--- src/logic/dcache_pkg.sv ---
//////////////////////////////////////////////////
// dcache shared definitions
// widths, address fields and the packed structs
// passed between controller, tags and data lines
//////////////////////////////////////////////////
package dcache_pkg;

  localparam int ADDR_W       = 32;
  localparam int WORD_W       = 64;
  localparam int STRB_W       = WORD_W / 8;
  localparam int LINE_W       = 128;
  localparam int OFFSET_W     = 4;   // 16 bytes per line
  localparam int WORD_SEL_BIT = 3;   // upper or lower word of a line
  localparam int WAYS         = 2;

  typedef logic [WORD_W-1:0]            word_t;
  typedef logic [STRB_W-1:0]            strb_t;
  typedef logic [LINE_W-1:0]            line_t;
  typedef logic [ADDR_W-1:0]            addr_t;
  typedef logic [ADDR_W-OFFSET_W-1:0]   line_addr_t;  // address without offset
  typedef logic [$clog2(WAYS)-1:0]      way_t;

  typedef struct packed {
    addr_t addr;
    logic  write;
    word_t wdata;
    strb_t strb;
  } cpu_req_t;

  typedef struct packed {
    word_t rdata;  // don't care on writes
  } cpu_resp_t;

  typedef struct packed {
    line_addr_t line_addr;
    logic       write;
  } mem_req_t;

  // alloc stores the tag and sets valid, mark_dirty sets dirty
  typedef struct packed {
    logic  alloc;
    logic  mark_dirty;
    way_t  way;
    addr_t addr;
  } tag_upd_t;

  typedef struct packed {
    logic  en;
    way_t  way;
    addr_t addr;   // word select bit places the word
    word_t wdata;
    strb_t strb;
  } data_wr_t;

endpackage
--- src/logic/dcache_ctrl.sv ---
//////////////////////////////////////////////////
// dcache controller
// blocking hit/miss FSM with write-back, two-beat
// fill and both valid/ready handshakes
//////////////////////////////////////////////////
`timescale 1ns/1ps

module dcache_ctrl
  import dcache_pkg::*;
(
  input  logic       clk,
  input  logic       rst,
  // cpu side
  input  logic       req_valid_i,
  input  cpu_req_t   req_i,
  output logic       req_ready_o,
  output logic       resp_valid_o,
  output cpu_resp_t  resp_o,
  input  logic       resp_ready_i,
  // memory side
  output logic       mem_req_valid_o,
  output mem_req_t   mem_req_o,
  input  logic       mem_req_ready_i,
  output logic       mem_w_valid_o,
  output word_t      mem_wdata_o,
  input  logic       mem_w_ready_i,
  input  logic       mem_r_valid_i,
  input  word_t      mem_rdata_i,
  output logic       mem_r_ready_o,
  // tag store
  output addr_t      lookup_addr_o,
  output tag_upd_t   tag_upd_o,
  input  logic       hit_i,
  input  way_t       hit_way_i,
  input  way_t       victim_way_i,
  input  logic       victim_dirty_i,
  input  line_addr_t victim_addr_i,
  // data array
  output way_t       rd_way_o,
  output addr_t      rd_addr_o,
  output data_wr_t   data_wr_o,
  input  line_t      rd_line_i
);

  typedef enum logic [2:0] {
    S_IDLE,
    S_HIT,        // response held until accepted
    S_WB_ADDR,
    S_WB_DATA,
    S_FILL_ADDR,
    S_FILL_DATA
  } state_e;

  state_e    state_q, state_d;
  logic      ready_q;
  logic      beat_q;      // 0 = low word beat

  addr_t     addr_q;
  logic      write_q;
  word_t     wdata_q;
  strb_t     strb_q;
  way_t      way_q;
  mem_req_t  mem_req_q;
  cpu_resp_t resp_q;

  logic      accept;
  logic      w_hs;
  logic      r_hs;
  word_t     fill_word;

  assign accept = req_valid_i && ready_q;
  assign w_hs   = mem_w_valid_o && mem_w_ready_i;
  assign r_hs   = mem_r_valid_i && mem_r_ready_o;

  assign req_ready_o     = ready_q;
  assign resp_valid_o    = (state_q == S_HIT);
  assign resp_o          = resp_q;
  assign mem_req_valid_o = (state_q == S_WB_ADDR) || (state_q == S_FILL_ADDR);
  assign mem_req_o       = mem_req_q;
  assign mem_w_valid_o   = (state_q == S_WB_DATA);
  assign mem_wdata_o     = beat_q ? rd_line_i[LINE_W-1:WORD_W] : rd_line_i[WORD_W-1:0];
  assign mem_r_ready_o   = (state_q == S_FILL_DATA);

  // lookups come straight from the request while idle
  assign lookup_addr_o = (state_q == S_IDLE) ? req_i.addr : addr_q;
  assign rd_addr_o     = (state_q == S_IDLE) ? req_i.addr : addr_q;
  assign rd_way_o      = (state_q == S_IDLE) ? hit_way_i : way_q;

  // store word merged into its fill beat
  always_comb begin
    fill_word = mem_rdata_i;
    if (write_q && (addr_q[WORD_SEL_BIT] == beat_q)) begin
      for (int b = 0; b < STRB_W; b++) begin
        if (strb_q[b]) fill_word[b*8 +: 8] = wdata_q[b*8 +: 8];
      end
    end
  end

  always_comb begin
    data_wr_o = '0;
    tag_upd_o = '0;
    if (accept && hit_i && req_i.write) begin
      data_wr_o.en          = 1'b1;
      data_wr_o.way         = hit_way_i;
      data_wr_o.addr        = req_i.addr;
      data_wr_o.wdata       = req_i.wdata;
      data_wr_o.strb        = req_i.strb;
      tag_upd_o.mark_dirty  = 1'b1;
      tag_upd_o.way         = hit_way_i;
      tag_upd_o.addr        = req_i.addr;
    end else if (r_hs) begin
      data_wr_o.en    = 1'b1;
      data_wr_o.way   = way_q;
      data_wr_o.addr  = {addr_q[ADDR_W-1:OFFSET_W], beat_q, {WORD_SEL_BIT{1'b0}}};
      data_wr_o.wdata = fill_word;
      data_wr_o.strb  = '1;
      if (beat_q) begin  // last beat allocates
        tag_upd_o.alloc      = 1'b1;
        tag_upd_o.mark_dirty = write_q;
        tag_upd_o.way        = way_q;
        tag_upd_o.addr       = addr_q;
      end
    end
  end

  always_comb begin
    state_d = state_q;
    case (state_q)
      S_IDLE: begin
        if (accept) begin
          if (hit_i) state_d = S_HIT;
          else if (victim_dirty_i) state_d = S_WB_ADDR;
          else state_d = S_FILL_ADDR;
        end
      end
      S_HIT:       if (resp_ready_i) state_d = S_IDLE;
      S_WB_ADDR:   if (mem_req_ready_i) state_d = S_WB_DATA;
      S_WB_DATA:   if (w_hs && beat_q) state_d = S_FILL_ADDR;
      S_FILL_ADDR: if (mem_req_ready_i) state_d = S_FILL_DATA;
      S_FILL_DATA: if (r_hs && beat_q) state_d = S_HIT;
      default:     state_d = S_IDLE;
    endcase
  end

  always_ff @(posedge clk) begin
    if (rst) begin
      state_q <= S_IDLE;
      ready_q <= 1'b0;
      beat_q  <= 1'b0;
    end else begin
      state_q <= state_d;
      ready_q <= (state_d == S_IDLE);  // one cycle low after reset
      if (w_hs || r_hs) beat_q <= ~beat_q;
    end
  end

  always_ff @(posedge clk) begin
    if (accept) begin
      addr_q              <= req_i.addr;
      write_q             <= req_i.write;
      wdata_q             <= req_i.wdata;
      strb_q              <= req_i.strb;
      way_q               <= hit_i ? hit_way_i : victim_way_i;
      resp_q.rdata        <= req_i.addr[WORD_SEL_BIT] ? rd_line_i[LINE_W-1:WORD_W]
                                                      : rd_line_i[WORD_W-1:0];
      mem_req_q.line_addr <= victim_dirty_i ? victim_addr_i
                                            : req_i.addr[ADDR_W-1:OFFSET_W];
      mem_req_q.write     <= victim_dirty_i;
    end
    if (w_hs && beat_q) begin  // write-back done, now fetch
      mem_req_q.line_addr <= addr_q[ADDR_W-1:OFFSET_W];
      mem_req_q.write     <= 1'b0;
    end
    if (r_hs && (beat_q == addr_q[WORD_SEL_BIT])) begin
      resp_q.rdata <= mem_rdata_i;
    end
  end

  a_resp_hold : assert property (@(posedge clk) disable iff (rst)
    resp_valid_o && !resp_ready_i |=> resp_valid_o && $stable(resp_o))
    else $error("ctrl: response dropped or changed before acceptance");

  // write-back and fill each start on the low beat
  a_burst_start : assert property (@(posedge clk) disable iff (rst)
    mem_req_valid_o && mem_req_ready_i |=> !beat_q)
    else $error("ctrl: burst started with the beat counter on the high word");

endmodule

--- config.mk ---
export PLATFORM = sky130hd
export DESIGN_NAME = dcache_ctrl
export DESIGN_NICKNAME = d
export VERILOG_FILES = /design/src/logic/dcache_pkg.sv /design/src/logic/dcache_ctrl.sv
export SDC_FILE = /design/constraint.sdc
export NUM_CORES = 1
export LEC_CHECK = 0
export BUFFER_PORTS_ARGS = -buffer_cell sky130_fd_sc_hd__buf_4
export CORE_AREA = 5 5 269 271
export CTS_BUF_LIST = sky130_fd_sc_hd__clkbuf_4 sky130_fd_sc_hd__clkbuf_8 sky130_fd_sc_hd__clkbuf_16
export DETAILED_ROUTE_END_ITERATION = 6
export DIE_AREA = 0 0 274 276
export PLACE_DENSITY = 0.45
export SYNTH_ARGS = -nofsm -noshare
export SYNTH_HDL_FRONTEND = slang
export SYNTH_SLANG_ARGS = --single-unit
--- constraint.sdc ---
create_clock -name clk -period 4.6 [get_ports clk]
set_input_delay 0.23 -clock clk [delete_from_list [all_inputs] [get_ports clk]]
set_output_delay 0.23 -clock clk [all_outputs]
set_load 0.03 [all_outputs]
Word level (Yosys, flattened, before mapping)
Cells that the tools add are included.
- register bits: 204
- bits in latches: 0
- RAM bits: 0
- memory bits (read-only): 0
- output and inout port bits: 368
- word-level logic and storage cells: 68
- memories: 0
- $add $sub $neg: 0
- multipliers: 0
- div/mod/pow operators: 0
- order comparisons: 0
- equal/unequal tests: 7
- shift operators: 0
- muxes and demuxes: 34
- bitwise gates (word level): 1
- reduce and logical (&&, ||, !) cells: 15
- operators by type and width (operator ; number):
    64-bit two-way mux ; 5
    106-bit two-way mux ; 2
    35-bit two-way mux ; 2
    8-bit two-way mux ; 8
    29-bit two-way mux ; 2
    34-bit two-way mux ; 1
    32-bit two-way mux ; 1
    28-bit two-way mux ; 1
    3-bit two-way mux ; 8
    3-bit case mux with 6 select lines ; 1
    1-bit logical AND ; 9
    3-bit by 2-bit equality test with 1-bit output, second input constant ; 2
    3-bit equality test, second input constant ; 2
    3-bit zero test ; 2
    2-bit nonzero test ; 2
    3-bit by 1-bit equality test with 1-bit output, second input constant ; 1
    1-bit two-way mux ; 3
    1-bit equality test ; 2
    1-bit logical OR ; 2
    1-bit NOT ; 1

Depth between registers and ports, before layout
- word-level depth: 6
- gate-level depth with buffers: 6

Least setup slack after synthesis
Ideal clock, no wire load.
- path kind: register to register
- start: reg ready_q, in the netlist req_ready_o
- end: reg ready_q, in the netlist req_ready_o
- setup time: 0.117 ns
- arrival: 3.317 ns
- required time: 4.483 ns
- path slack: 1.166 ns
- stages on the path, launching flop included: 5
- buffers on the path: 0
- clock period less this slack: 3.434 ns
- cell sequence: dfxtp_1 nand2_1 inv_1 a211oi_1 and4_1
- word-level cells in the longest chain between the ends: 4
- ends and longest elaborated chain (what ; RTL line ; RTL):
    from (decl) ; dcache_ctrl.sv:55 ; logic ready_q;
    from (signal assigned) ; dcache_ctrl.sv:152 ; ready_q <= (state_d == S_IDLE);
    1-bit logical AND ; dcache_ctrl.sv:71 ; assign accept = req_valid_i && ready_q;
    via accept ; dcache_ctrl.sv:66 ; logic accept;
    3-bit two-way mux ; dcache_ctrl.sv:130 ; if (accept) begin
    3-bit case mux with 6 select lines ; dcache_ctrl.sv:128 ; case (state_q)
    3-bit zero test ; dcache_ctrl.sv:152 ;
The timed path passes the listed nets, and every way through them passes these cells.
A chain may end at the register's enable or synchronous reset.

==> results.json <==
{
  "status": "completed",
  "synth.most_common_cell": "edfxtp_1",
  "slew_viol_final": 0,
  "die_w_um": 274,
  "h-tree-depth": 1,
  "finalSetupViolCount": 0,
  "syn_nets": 1367,
  "io_buffers": 703,
  "synth_area_um2": 12100,
  "worst_pin_slew_ns": 1.14,
  "finalHoldViolations": 0,
  "multi_input_area_um2": 5440,
  "placed_cells": 2571,
  "fmax_ghz": 0.293,
  "grt_max_degree": 72,
  "grt_first_pass_wirelength_um": 85800,
  "vdd_drop_max_v": 0.000216,
  "via_count": 11700,
  "cts_max_path_buffers": 3,
  "ant_nets": 0,
  "synth_commonest_cells": "198 x edfxtp_1, 156 x mux2i_1, 99 x mux2_2",
  "reg2reg_depth": 6,
  "post-synth-top-area-cell": "edfxtp_1",
  "crit_required_ns": 4.37,
  "seq_area_um2": 6070,
  "grt.total_usage_pct": 14.7,
  "dp_hpwl_um": 44800,
  "grt_remaining_overflow": 0,
  "drive_above_1_share_pct": 49.6,
  "coreArea_um2": 69500,
  "pin_count": 704,
  "fp.dieArea_um2": 75600,
  "ctsRootBufferMaster": "clkbuf_16",
  "hp-class": "primary input to flip-flop",
  "final_cells": 2761,
  "yosysTopAreaCellShare_pct": 49.1,
  "fin_skew_ns": 0.00517,
  "yosys-top-cells-area": "edfxtp_1 49%, mux2i_1 13%, mux2_2 9.2%",
  "r2r-end": "mem_req_o[22]",
  "min_delay_path_depth": 3,
  "first_global_vias": 12600,
  "p_per_area_nw_per_um2": 281,
  "nNetsFinal": 2140,
  "max-cap-violations": 0,
  "fin_crit_ns": 3.41,
  "wl_per_cell_um": 21.8,
  "slew_headroom_pct": 24.2,
  "routabilityCongestion": 0.829,
  "worstPathMaxFanout": 45,
  "avgSynthCellArea_um2": 11.8,
  "synth_edf_count": 198,
  "cts-hold-fix-buffers": 143,
  "p_leak_nw": 9.02,
  "clkPwrFrac_pct": 33.7,
  "dpl_worst_slack_ns": 1.46,
  "async_flop_share_pct": 0,
  "synth_flop_cell": "edfxtp_1",
  "yosysUniqueCellTypes": 40,
  "initial_core_util_pct": 17.4,
  "p_seq_share_pct": 39.3,
  "cts_buffers": 27,
  "yosysWarnings": 0,
  "setup.worst_path.end_class": "primary output",
  "rsz0062_at_grt": "no",
  "holdCritStartpoint": "mem_rdata_i[42]",
  "clk_latency_ns": 0.55,
  "arrival_ns": 3.18,
  "reg2reg_slack_ns": 1.53,
  "yosysSeqAreaShare_pct": 50.0,
  "critPathLaunchType": "flip-flop",
  "crit_type": "flip-flop to primary output",
  "worst_slack_ns": 1.19,
  "power.internal_w": 0.00397,
  "setup_tns_ns": 0,
  "ys_seq_elements": 204,
  "path_clk_slew_ns": 0.06,
  "netlist_instances": 1030,
  "fp.dieH_um": 276,
  "worstReg2RegStart": "beat_q",
  "cts.sinks": 204,
  "routed_wl_um": 60200,
  "viasPerCell": 4.23,
  "pwr-share-comb_pct": 27.0,
  "area_delta_synth_final_pct": 68.0,
  "drt_pre_antenna_iters": 5,
  "antenna_found_initial": 0,
  "fin_crit_sh_pct": 74.1,
  "n_fill_cell": 7321,
  "drc": 0,
  "std_cell_rows": 97,
  "switchingPower_w": 0.00174,
  "cts_setup_buffers": 0,
  "drt_iter0_drc": 550,
  "min_to": "resp_o[42]",
  "cts_tree": "done",
  "cts_resized": 0,
  "swShare_pct": 30.5
}
==> logic make-up (layout without fill, tap and decap cells) <==
kind of cell,after synthesis,in the layout,share of synthesized area [%]
flip-flops,204,204,50.0
XOR/XNOR,1,1,0.0723
multiplexers,282,282,25.4
adder cells (fa/ha/maj),1,1,0.103
AND/OR/NAND/NOR,216,216,8.54
AO/OA/AOI/OAI,201,201,10.3
buffers and inverters,125,915,5.51
other,0,1,0
==> placed cells by master, fill, tap and decap left out, drive strengths merged, types with 30 or more instances in the layout <==
cell / n
a22o: 59
dlygate4sd3: 143
mux2i: 156
nor3: 65
nor2: 30
o21ai: 65
nand2: 88
edfxtp: 198
clkbuf: 35
mux2: 126
buf: 724
a21oi: 67
==> how the worst max path moves through the flow <==
| stage | cells past startpoint | start | endpoint |
|---|---|---|---|
| floorplan | 4 | req_ready_o | req_ready_o |
| global placement | 6 | beat_q | mem_req_o[23] |
| CTS | 5 | addr_q[3] | data_wr_o[40] |
| detailed placement | 6 | beat_q | mem_req_o[23] |
| finish | 5 | addr_q[3] | data_wr_o[40] |
| global route | 5 | addr_q[3] | data_wr_o[40] |
==> worst max-delay path, cell delays in order (launching register included) <==
cell      delay [ns]
edfxtp_1        0.42
ha_4            0.72
nand3b_1        0.57
mux2i_1         0.15
o21ai_0         0.48
buf_4           0.27
==> registers in the layout, indices dropped and copies added (netlist names) <==
signal,count
beat_q,1
resp_o,64
req_ready_o,1
addr_q,32
mem_req_o,29
way_q,1
wdata_q,64
write_q,1
strb_q,8
state_q,3
==> area by class of cell <==
type                            instances  area share [%]
Clock inverter                         11           0.240
Tap cell                              940            5.77
Antenna cell                            1          0.0123
Multi-Input combinational cell        701            26.7
Clock buffer                           35            3.61
Inverter                                2          0.0491
Sequential cell                       204            29.8
Timing Repair Buffer                  867            33.8
==> metrics by stage <==
stage	instance area (um2)	utilization [%]	power [W]	hold slack, ns
5_1_grt	20400	29.3	0.00597	0.0171
3_3_place_gp	18200	26.1	0.00373	0.419
2_1_floorplan	12100	-	0.00306	0.299
4_1_cts	20400	29.3	0.00583	0.000489
6_report	20400	29.3	0.00572	0.0479
3_5_place_dp	18200	26.1	0.00374	0.419
==> power groups by stage <==
| stage | Clock (W) | Sequential (W) | Combinational [W] |
|---|---|---|---|
| after floorplan | 0 | 0.00238 | 0.000678 |
| after global placement | 0 | 0.00228 | 0.00145 |
| after detailed placement | 0 | 0.00228 | 0.00146 |
| after CTS | 0.00202 | 0.00225 | 0.00156 |
| after global routing | 0.00208 | 0.00226 | 0.00163 |
| final | 0.00193 | 0.00225 | 0.00154 |
==> per-layer routing <==
layer / share of wire (%) / global-route usage, %
met5: 0 / 0
met3: 8.1 / 4.04
met1: 38 / 16.9
met2: 50 / 26.5
met4: 3.9 / 4.84
Note: power is estimated with default switching activity, not from simulation.
