==> src/logic/dcache_pkg.sv <==
//////////////////////////////////////////////////
// dcache shared definitions
// widths, address fields and the packed structs
// passed between controller, tags and data lines
//////////////////////////////////////////////////
package dcache_pkg;

  localparam int ADDR_W       = 32;
  localparam int WORD_W       = 64;
  localparam int STRB_W       = WORD_W / 8;
  localparam int LINE_W       = 128;
  localparam int OFFSET_W     = 4;   // 16 bytes per line
  localparam int WORD_SEL_BIT = 3;   // upper or lower word of a line
  localparam int WAYS         = 2;

  typedef logic [WORD_W-1:0]            word_t;
  typedef logic [STRB_W-1:0]            strb_t;
  typedef logic [LINE_W-1:0]            line_t;
  typedef logic [ADDR_W-1:0]            addr_t;
  typedef logic [ADDR_W-OFFSET_W-1:0]   line_addr_t;  // address without offset
  typedef logic [$clog2(WAYS)-1:0]      way_t;

  typedef struct packed {
    addr_t addr;
    logic  write;
    word_t wdata;
    strb_t strb;
  } cpu_req_t;

  typedef struct packed {
    word_t rdata;  // don't care on writes
  } cpu_resp_t;

  typedef struct packed {
    line_addr_t line_addr;
    logic       write;
  } mem_req_t;

  // alloc stores the tag and sets valid, mark_dirty sets dirty
  typedef struct packed {
    logic  alloc;
    logic  mark_dirty;
    way_t  way;
    addr_t addr;
  } tag_upd_t;

  typedef struct packed {
    logic  en;
    way_t  way;
    addr_t addr;   // word select bit places the word
    word_t wdata;
    strb_t strb;
  } data_wr_t;

endpackage
==> src/logic/dcache_tag_store.sv <==
//////////////////////////////////////////////////
// dcache tag store
// tag, valid and dirty per way and set, hit
// lookup and victim choice by a toggling counter
//////////////////////////////////////////////////
`timescale 1ns/1ps

module dcache_tag_store
  import dcache_pkg::*;
#(
  parameter int SETS = 64
) (
  input  logic       clk,
  input  logic       rst,
  input  addr_t      lookup_addr_i,
  input  tag_upd_t   tag_upd_i,
  output logic       hit_o,
  output way_t       hit_way_o,
  output way_t       victim_way_o,
  output logic       victim_dirty_o,
  output line_addr_t victim_addr_o
);

  localparam int IDX_W = $clog2(SETS);
  localparam int TAG_W = ADDR_W - OFFSET_W - IDX_W;

  logic [TAG_W-1:0] tag_q [WAYS][SETS];
  logic [SETS-1:0]  valid_q [WAYS];
  logic [SETS-1:0]  dirty_q [WAYS];
  way_t             victim_q;

  logic [IDX_W-1:0] lk_idx;
  logic [TAG_W-1:0] lk_tag;
  logic [IDX_W-1:0] upd_idx;
  logic [WAYS-1:0]  hit_w;

  assign lk_idx  = lookup_addr_i[OFFSET_W +: IDX_W];
  assign lk_tag  = lookup_addr_i[ADDR_W-1 -: TAG_W];
  assign upd_idx = tag_upd_i.addr[OFFSET_W +: IDX_W];

  always_comb begin
    hit_way_o = '0;
    for (int w = 0; w < WAYS; w++) begin
      hit_w[w] = valid_q[w][lk_idx] && (tag_q[w][lk_idx] == lk_tag);
      if (hit_w[w]) hit_way_o = way_t'(w);
    end
  end

  assign hit_o          = |hit_w;
  assign victim_way_o   = victim_q;
  assign victim_dirty_o = valid_q[victim_q][lk_idx] && dirty_q[victim_q][lk_idx];
  assign victim_addr_o  = {tag_q[victim_q][lk_idx], lk_idx};  // rebuilt line address

  always_ff @(posedge clk) begin
    if (rst) begin
      victim_q <= '0;
      for (int w = 0; w < WAYS; w++) begin
        valid_q[w] <= '0;
        dirty_q[w] <= '0;
      end
    end else begin
      victim_q <= way_t'(victim_q + 1'b1);  // free running
      if (tag_upd_i.alloc) begin
        valid_q[tag_upd_i.way][upd_idx] <= 1'b1;
        dirty_q[tag_upd_i.way][upd_idx] <= tag_upd_i.mark_dirty;  // write miss fills dirty
      end else if (tag_upd_i.mark_dirty) begin
        dirty_q[tag_upd_i.way][upd_idx] <= 1'b1;
      end
    end
  end

  always_ff @(posedge clk) begin
    if (tag_upd_i.alloc) begin
      tag_q[tag_upd_i.way][upd_idx] <= tag_upd_i.addr[ADDR_W-1 -: TAG_W];
    end
  end

  // a line must never be resident in two ways
  a_single_hit : assert property (@(posedge clk) disable iff (rst) $onehot0(hit_w))
    else $error("tag store: address hits in more than one way");

endmodule

==> config.mk <==
export PLATFORM = sky130hd
export DESIGN_NAME = dcache_tag_store
export DESIGN_NICKNAME = d
export VERILOG_FILES = /design/src/logic/dcache_pkg.sv /design/src/logic/dcache_tag_store.sv
export SDC_FILE = /design/constraint.sdc
export NUM_CORES = 2
export LEC_CHECK = 0
export BUFFER_PORTS_ARGS = -buffer_cell sky130_fd_sc_hd__buf_2
export CAP_MARGIN = 10
export CORE_MARGIN = 10
export CORE_UTILIZATION = 44
export DETAILED_ROUTE_END_ITERATION = 7
export GPL_ROUTABILITY_DRIVEN = 1
export PLACE_DENSITY_LB_ADDON = 0.1
export SLEW_MARGIN = 30
export SYNTH_ARGS = -nofsm -noshare
export SYNTH_HDL_FRONTEND = slang
export SYNTH_SLANG_ARGS = --single-unit
==> constraint.sdc <==
create_clock -name clk -period 5.15 [get_ports clk]
set_clock_uncertainty 0.15 [all_clocks]
set_input_delay 0.515 -clock clk [delete_from_list [all_inputs] [get_ports clk]]
set_output_delay 0.515 -clock clk [all_outputs]
set_load 0.01 [all_outputs]
## Word level (Yosys, flattened, before mapping)

Memories as Yosys holds them, arrays and structs flattened. A register that Yosys moved wholly into a read port is not among the register bits.
Cells that the tools add are included.

| storage, ports and cells | value |
|---|---|
| memories kept | 3 |
| word-level logic and storage cells | 192 |
| flip-flop bits (word level) | 1 |
| memory bits (writable) | 3072 |

Memories:

| name | words | bits a word | read ports | clocked after Yosys merged registers in | write ports | line | RTL |
|---|---|---|---|---|---|---|---|
| tag_q | 2 | 1408 | 3 | 1 | 1 | dcache_tag_store.sv:27 | `logic [TAG_W-1:0] tag_q [WAYS][SETS];` |
| dirty_q | 2 | 64 | 1 | 1 | 2 | dcache_tag_store.sv:29 | `logic [SETS-1:0] dirty_q [WAYS];` |
| valid_q | 2 | 64 | 3 | 1 | 2 | dcache_tag_store.sv:28 | `logic [SETS-1:0] valid_q [WAYS];` |

| cells by class | value |
|---|---|
| mux-type cells | 105 |
| bitwise gates (word level) | 66 |
| equality and inequality tests | 2 |
| add/sub/neg operators | 1 |
| $lt $le $gt $ge | 6 |
| reduce and logical (&&, ||, !) cells | 8 |

Operator list:

| operator | number |
|---|---|
| $mux W1408 | 1 |
| $bmux W22 S6 | 3 |
| $mux W64 | 6 |
| $mux W22 | 7 |
| $demux W22 S6 | 1 |
| $reduce_or A64 Y1 | 2 |
| $mux W1 | 82 |
| $or A1 B1 Y1 | 64 |
| $eq A22 B22 Y1 | 2 |
| $bmux W1 S6 | 4 |
| $ge A7 B7 Y1 const B | 2 |
| $lt A6 B7 Y1 const B | 2 |
| $not A6 Y7 | 2 |
| $lt A7 B1 Y1 const B | 1 |
| $demux W1 S6 | 1 |
| $ge A6 B1 Y1 const B | 1 |
| $logic_and A1 B1 Y1 | 5 |
| $reduce_or A2 Y1 | 1 |
| $add A1 B1 Y1 const B | 1 |

## Depth between registers and ports, before layout

| depth | value |
|---|---|
| word-level depth | 8 |
| mapped depth | 16 |
| depth with buffers taken out | 9 |

## Least setup slack after synthesis

OpenSTA, ideal clock, no wires.

| timing path | value |
|---|---|
| path type | input to output |
| start | input lookup_addr_i[4] |
| end | output hit_o |
| setup slack | 1.203 ns |
| data arrival time | 3.282 ns |
| required time | 4.485 ns |
| stages on the path | 10 |
| path through | buf_6 -> buf_6 -> buf_2 -> mux4_2 -> mux4_2 -> a22o_1 -> a221oi_1 -> xnor2_1 -> nand4_1 -> o41ai_1 |

| on the way | value |
|---|---|
| longest elaborated chain between the ends | 7 |
| elaborated cells on any way between the ends | 16 |
| classes of those cells | eq/ne (2); mux (10); bitwise (1); reduce/logical (3) |

RTL lines:

| element | line | RTL |
|---|---|---|
| start: declaration | dcache_tag_store.sv:15 | `input addr_t lookup_addr_i,` |
| $not A6 Y7 (implied by the code) | dcache_tag_store.sv:44 | `hit_w[w] = valid_q[w][lk_idx] && (tag_q[w][lk_idx] == lk_tag);` |
| $bmux W22 S6 | dcache_tag_store.sv:44 |  |
| $mux W22 (implied by the code) (2 in a row) | dcache_tag_store.sv:44 |  |
| $eq A22 B22 Y1 | dcache_tag_store.sv:44 |  |
| $logic_and A1 B1 Y1 | dcache_tag_store.sv:44 |  |
| $reduce_or A2 Y1 * | dcache_tag_store.sv:49 | `assign hit_o = \|hit_w;` |
| end: declaration | dcache_tag_store.sv:17 | `output logic hit_o,` |

Mark *: on every way between the ends. The rest lies on a longest branch, timed or not. The select of a mux whose other input is x is not followed.

## Worst setup path after layout

| timing path | value |
|---|---|
| start | input lookup_addr_i[5] |
| end | output hit_o |

The elaborated chain is that of the path after synthesis.

==> flow_results.xml <==
<?xml version="1.0" encoding="UTF-8"?>
<metrics>
  <group name="drt">
    <metric name="postRouteWirelength" unit="mm">586</metric>
    <metric name="drc" unit="">0</metric>
    <metric name="post_drt_wl_per_cell" unit="um">46.7</metric>
    <metric name="drt_via_density" unit="">7.08</metric>
    <metric name="detail_route.iter0.violations" unit="">15738</metric>
    <metric name="via_count" unit="">88961</metric>
    <metric name="route.antenna.remaining_nets" unit="">0</metric>
    <metric name="firstDrtPassIters" unit="">6</metric>
  </group>
  <group name="setup_path">
    <metric name="cp_slowest_stage_delay" unit="ns">0.78</metric>
    <metric name="critical_path_at" unit="ns">4.96</metric>
    <metric name="startpoint_of_the_worst_register_to_register_path" unit="">victim_way_o</metric>
    <metric name="crit_slowest_cell" unit="">sky130_fd_sc_hd__nor2_1</metric>
    <metric name="critical_path_required" unit="ns">4.49</metric>
    <metric name="r2r_setup_slack" unit="ns">4.08</metric>
    <metric name="cp_cell_sequence" unit="">buf_8, inv_4, buf_12, nor2_1, a22o_1, a221oi_1, a22oi_1, o21ai_0, xor2_1, nand3_1, o41ai_4, buf_4, buf_6</metric>
    <metric name="rr_endpoint" unit="">victim_way_o</metric>
    <metric name="setup.worst_path.end_class" unit="">output port</metric>
    <metric name="worst-r2r-cell-count" unit="">2</metric>
    <metric name="setup.worst_path.class" unit="">input port to output port</metric>
    <metric name="cp-startpoint" unit="">lookup_addr_i[5]</metric>
    <metric name="timing.critical_path.fanout_max" unit="">21</metric>
    <metric name="worstSetupEndpoint" unit="">hit_o</metric>
    <metric name="worst_setup_path_start_kind" unit="">input port</metric>
  </group>
  <group name="cts">
    <metric name="number_of_sinks_driven_by_the_clock_tree" unit="">3073</metric>
    <metric name="cts.reportedPaths.clkPinSlew" unit="ns">0.06</metric>
    <metric name="cts_tree" unit="">built</metric>
    <metric name="clock_tree.root_cell" unit="">sky130_fd_sc_hd__clkbuf_16</metric>
    <metric name="cts-buffers-inserted" unit="">336</metric>
    <metric name="max-clock-path-buffers" unit="">4</metric>
    <metric name="htree_levels" unit="">5</metric>
    <metric name="worstSkewPairLatency" unit="ns">0.93</metric>
  </group>
  <group name="status">
    <metric name="violations" unit="">negative hold slack, negative setup slack</metric>
    <metric name="status" unit="">finished, violations left</metric>
  </group>
  <group name="sta">
    <metric name="rsz0062_at_grt" unit="">true</metric>
    <metric name="finalWorstPathRequiredPeriod" unit="ns">5.63</metric>
    <metric name="final-max-slew-violation-count" unit="">0</metric>
    <metric name="post-route-worst-setup-slack" unit="ns">-0.475</metric>
    <metric name="whs" unit="ns">-0.0132</metric>
    <metric name="setup_viol" unit="">2</metric>
    <metric name="tightest_slew" unit="ns">1.13</metric>
    <metric name="final.period_utilization" unit="%">109</metric>
    <metric name="slew_headroom" unit="%">24.4</metric>
    <metric name="highest_clock_rate" unit="MHz">178</metric>
    <metric name="hold_violations" unit="">8</metric>
  </group>
  <group name="finish">
    <metric name="final_cell_area" unit="sq um">166000</metric>
    <metric name="layout.cells.most_common" unit="">sky130_fd_sc_hd__edfxtp_1</metric>
    <metric name="design.final.nets" unit="">8032</metric>
    <metric name="nFillCells" unit="">25557</metric>
    <metric name="mostFrequentLayoutCells" unit="">2,944 x sky130_fd_sc_hd__edfxtp_1, 1,645 x sky130_fd_sc_hd__mux4_2, 625 x sky130_fd_sc_hd__buf_4</metric>
    <metric name="layout-drive-gt1-share" unit="%">39.4</metric>
    <metric name="layout-area-overhead-vs-synth" unit="%">16.5</metric>
  </group>
  <group name="power_and_ir_drop">
    <metric name="finalPower" unit="uW">57900</metric>
    <metric name="vdd.ir_drop.worst" unit="mV">0.238</metric>
    <metric name="cellLeakagePower" unit="uW">0.0528</metric>
    <metric name="pwr_density_cell" unit="nW/um^2">349</metric>
  </group>
  <group name="synthesis">
    <metric name="yosys_warnings" unit="">0</metric>
    <metric name="synth_area_per_cell" unit="sq um">19.5</metric>
    <metric name="synth.lib_cells_used.distinct" unit="">75</metric>
    <metric name="postSynth.asyncResetShare" unit="%">0</metric>
    <metric name="post_synth_design_cell_area" unit="sq um">143000</metric>
    <metric name="synth-seq-area-share" unit="%">63.8</metric>
    <metric name="ys.flop_type" unit="">sky130_fd_sc_hd__edfxtp_1</metric>
    <metric name="netlist_instances" unit="">7324</metric>
    <metric name="synthesis.nets" unit="">7393</metric>
    <metric name="yosys_register_bits" unit="">3073</metric>
    <metric name="post_synth_edffs" unit="">2944</metric>
  </group>
  <group name="grt">
    <metric name="grt_pass1_wl" unit="mm">777</metric>
    <metric name="gr-total-overflow" unit="">0</metric>
    <metric name="grt_max_degree" unit="">146</metric>
    <metric name="first_global_vias" unit="">85936</metric>
    <metric name="grt_antenna_before_repair" unit="">63</metric>
    <metric name="globalRouteTotalUtil" unit="%">32.9</metric>
  </group>
  <group name="floorplan">
    <metric name="die_height" unit="um">589</metric>
    <metric name="die_area" unit="sq um">347000</metric>
    <metric name="coreArea" unit="sq um">322000</metric>
    <metric name="top_level_ports" unit="">101</metric>
    <metric name="start_util" unit="%">44.3</metric>
    <metric name="std_cell_rows" unit="">208</metric>
    <metric name="die_width" unit="um">589</metric>
  </group>
  <group name="placement">
    <metric name="dpl_cell_area" unit="sq um">155000</metric>
    <metric name="hpwlAfterDp" unit="mm">395</metric>
    <metric name="placement.io_buffers" unit="">92</metric>
    <metric name="globalplace.congestion" unit="">1.01</metric>
  </group>
  <group name="hold_path">
    <metric name="hold-path-cell-count" unit="">1</metric>
    <metric name="timing.hold.worst.class" unit="">input port to flip-flop</metric>
  </group>
  <group name="job">
    <metric name="cap_viol_max_count" unit="">0</metric>
  </group>
</metrics>
## where the power goes
part | leakage (uW) | internal (uW) | switching (uW) | total, uW
Combinational | 0.0199 | 2260 | 3580 | 5840
Clock | 0.00537 | 14200 | 10300 | 24500
Sequential | 0.0276 | 27500 | 74.8 | 27600
## through the flow
| step | setup TNS, ns | cells | setup slack (ns) | utilization, % | hold slack, ns |
|---|---|---|---|---|---|
| floorplan | 0 | 7324 | 1.20 | - | 0.307 |
| global placement | -1.23 | 11895 | -1.13 | 47.9 | 0.322 |
| detailed placement | -0.799 | 11912 | -0.779 | 48.0 | 0.337 |
| CTS | -0.185 | 12530 | -0.185 | 51.5 | 0.00363 |
| global route | -0.168 | 12537 | -0.168 | 51.6 | -0.000862 |
| finish | -0.482 | 12558 | -0.475 | 51.6 | -0.0132 |
## synthesized netlist by cell type, types with 16 or more instances
library cell	instances	area share, %
sky130_fd_sc_hd__edfxtp_1	2944	62
sky130_fd_sc_hd__mux4_2	1645	26
sky130_fd_sc_hd__nor2_1	591	1.6
sky130_fd_sc_hd__nand2_1	308	0.81
sky130_fd_sc_hd__clkbuf_1	259	0.68
sky130_fd_sc_hd__mux2i_1	176	1.2
sky130_fd_sc_hd__buf_2	143	0.50
sky130_fd_sc_hd__dfxtp_1	129	1.8
sky130_fd_sc_hd__nand3_1	121	0.42
sky130_fd_sc_hd__o21ai_0	112	0.39
sky130_fd_sc_hd__a22oi_1	102	0.54
sky130_fd_sc_hd__buf_1	92	0.24
sky130_fd_sc_hd__a21o_1	69	0.36
sky130_fd_sc_hd__o21bai_1	65	0.34
sky130_fd_sc_hd__a21oi_1	53	0.19
sky130_fd_sc_hd__buf_4	41	0.22
sky130_fd_sc_hd__buf_6	39	0.31
sky130_fd_sc_hd__mux2_2	36	0.28
sky130_fd_sc_hd__a221oi_1	34	0.21
sky130_fd_sc_hd__o22ai_1	28	0.12
sky130_fd_sc_hd__xor2_1	24	0.15
sky130_fd_sc_hd__nor2b_1	22	0.097
sky130_fd_sc_hd__a31oi_1	20	0.088
sky130_fd_sc_hd__o211ai_1	20	0.11
sky130_fd_sc_hd__a22o_1	17	0.10
sky130_fd_sc_hd__xnor2_1	16	0.098
## repair_timing
item,CTS,global route
gates cloned,1,0
hold endpoints to repair,358,53
gates resized for setup,22,28
pin swaps,4,0
setup endpoints to repair,22,4
hold buffers,9,2
setup buffers,4,0
## per-layer routing
metal  up-vias  track usage, %  share of wire [%]
met1     48178            44.4                 37
met2      6967            47.6                 43
met4        22            15.7                6.0
met3      1200            11.9                 14
li1      32594               -                  -
met5         -               0              0.059
## how the worst min path moves through the flow
stage                     slack [ns]        endpoint            from
after floorplan                 0.31  valid_q[0][10]  valid_q[0][10]
after global placement          0.32  valid_q[0][53]  valid_q[0][53]
after detailed placement        0.34  valid_q[0][53]  valid_q[0][53]
after CTS                      0.004  tag_q[1][1349]   tag_upd_i[17]
after global routing         -0.0009  tag_q[1][1034]   tag_upd_i[10]
final                          -0.01   tag_q[0][902]   tag_upd_i[10]
## sequential cells by signal (all words and copies together), names as in the netlist
| signal | flops |
|---|---|
| tag_q | 2816 |
| valid_q | 128 |
| victim_way_o | 1 |
| dirty_q | 128 |
## layout make-up
cell class / count / area [sq um] / share of cell area, %
Antenna cell: 24 / 60.1 / 0.0362
Multi-Input combinational cell: 3666 / 50000 / 30.1
Timing Repair Buffer: 878 / 8730 / 5.25
Sequential cell: 3073 / 91000 / 54.8
Tap cell: 4305 / 5390 / 3.24
Inverter: 8 / 50.0 / 0.0301
Clock inverter: 211 / 1950 / 1.18
Clock buffer: 393 / 8980 / 5.41
## critical path: cells and delay by family
family                    cells  cell delay, ns
and+or+nand+nor               2            0.94
buffers and inverters         5            1.25
xor gates and xnor gates      1            0.21
AOI/OAI and AO/OA             5            1.90
## logic make-up (layout without fill, tap and decap cells)
logic type,after synthesis,in the layout,synth area share [%]
xor gates and xnor gates,40,40,0.246
other,0,24,0
buffers and inverters,585,1490,2.00
and+or+nand+nor,1171,1171,3.50
muxes,1857,1857,27.5
DFF,3073,3073,63.8
AOI/OAI and AO/OA,598,598,2.93
No activity file was read; power rests on OpenSTA's default activity.
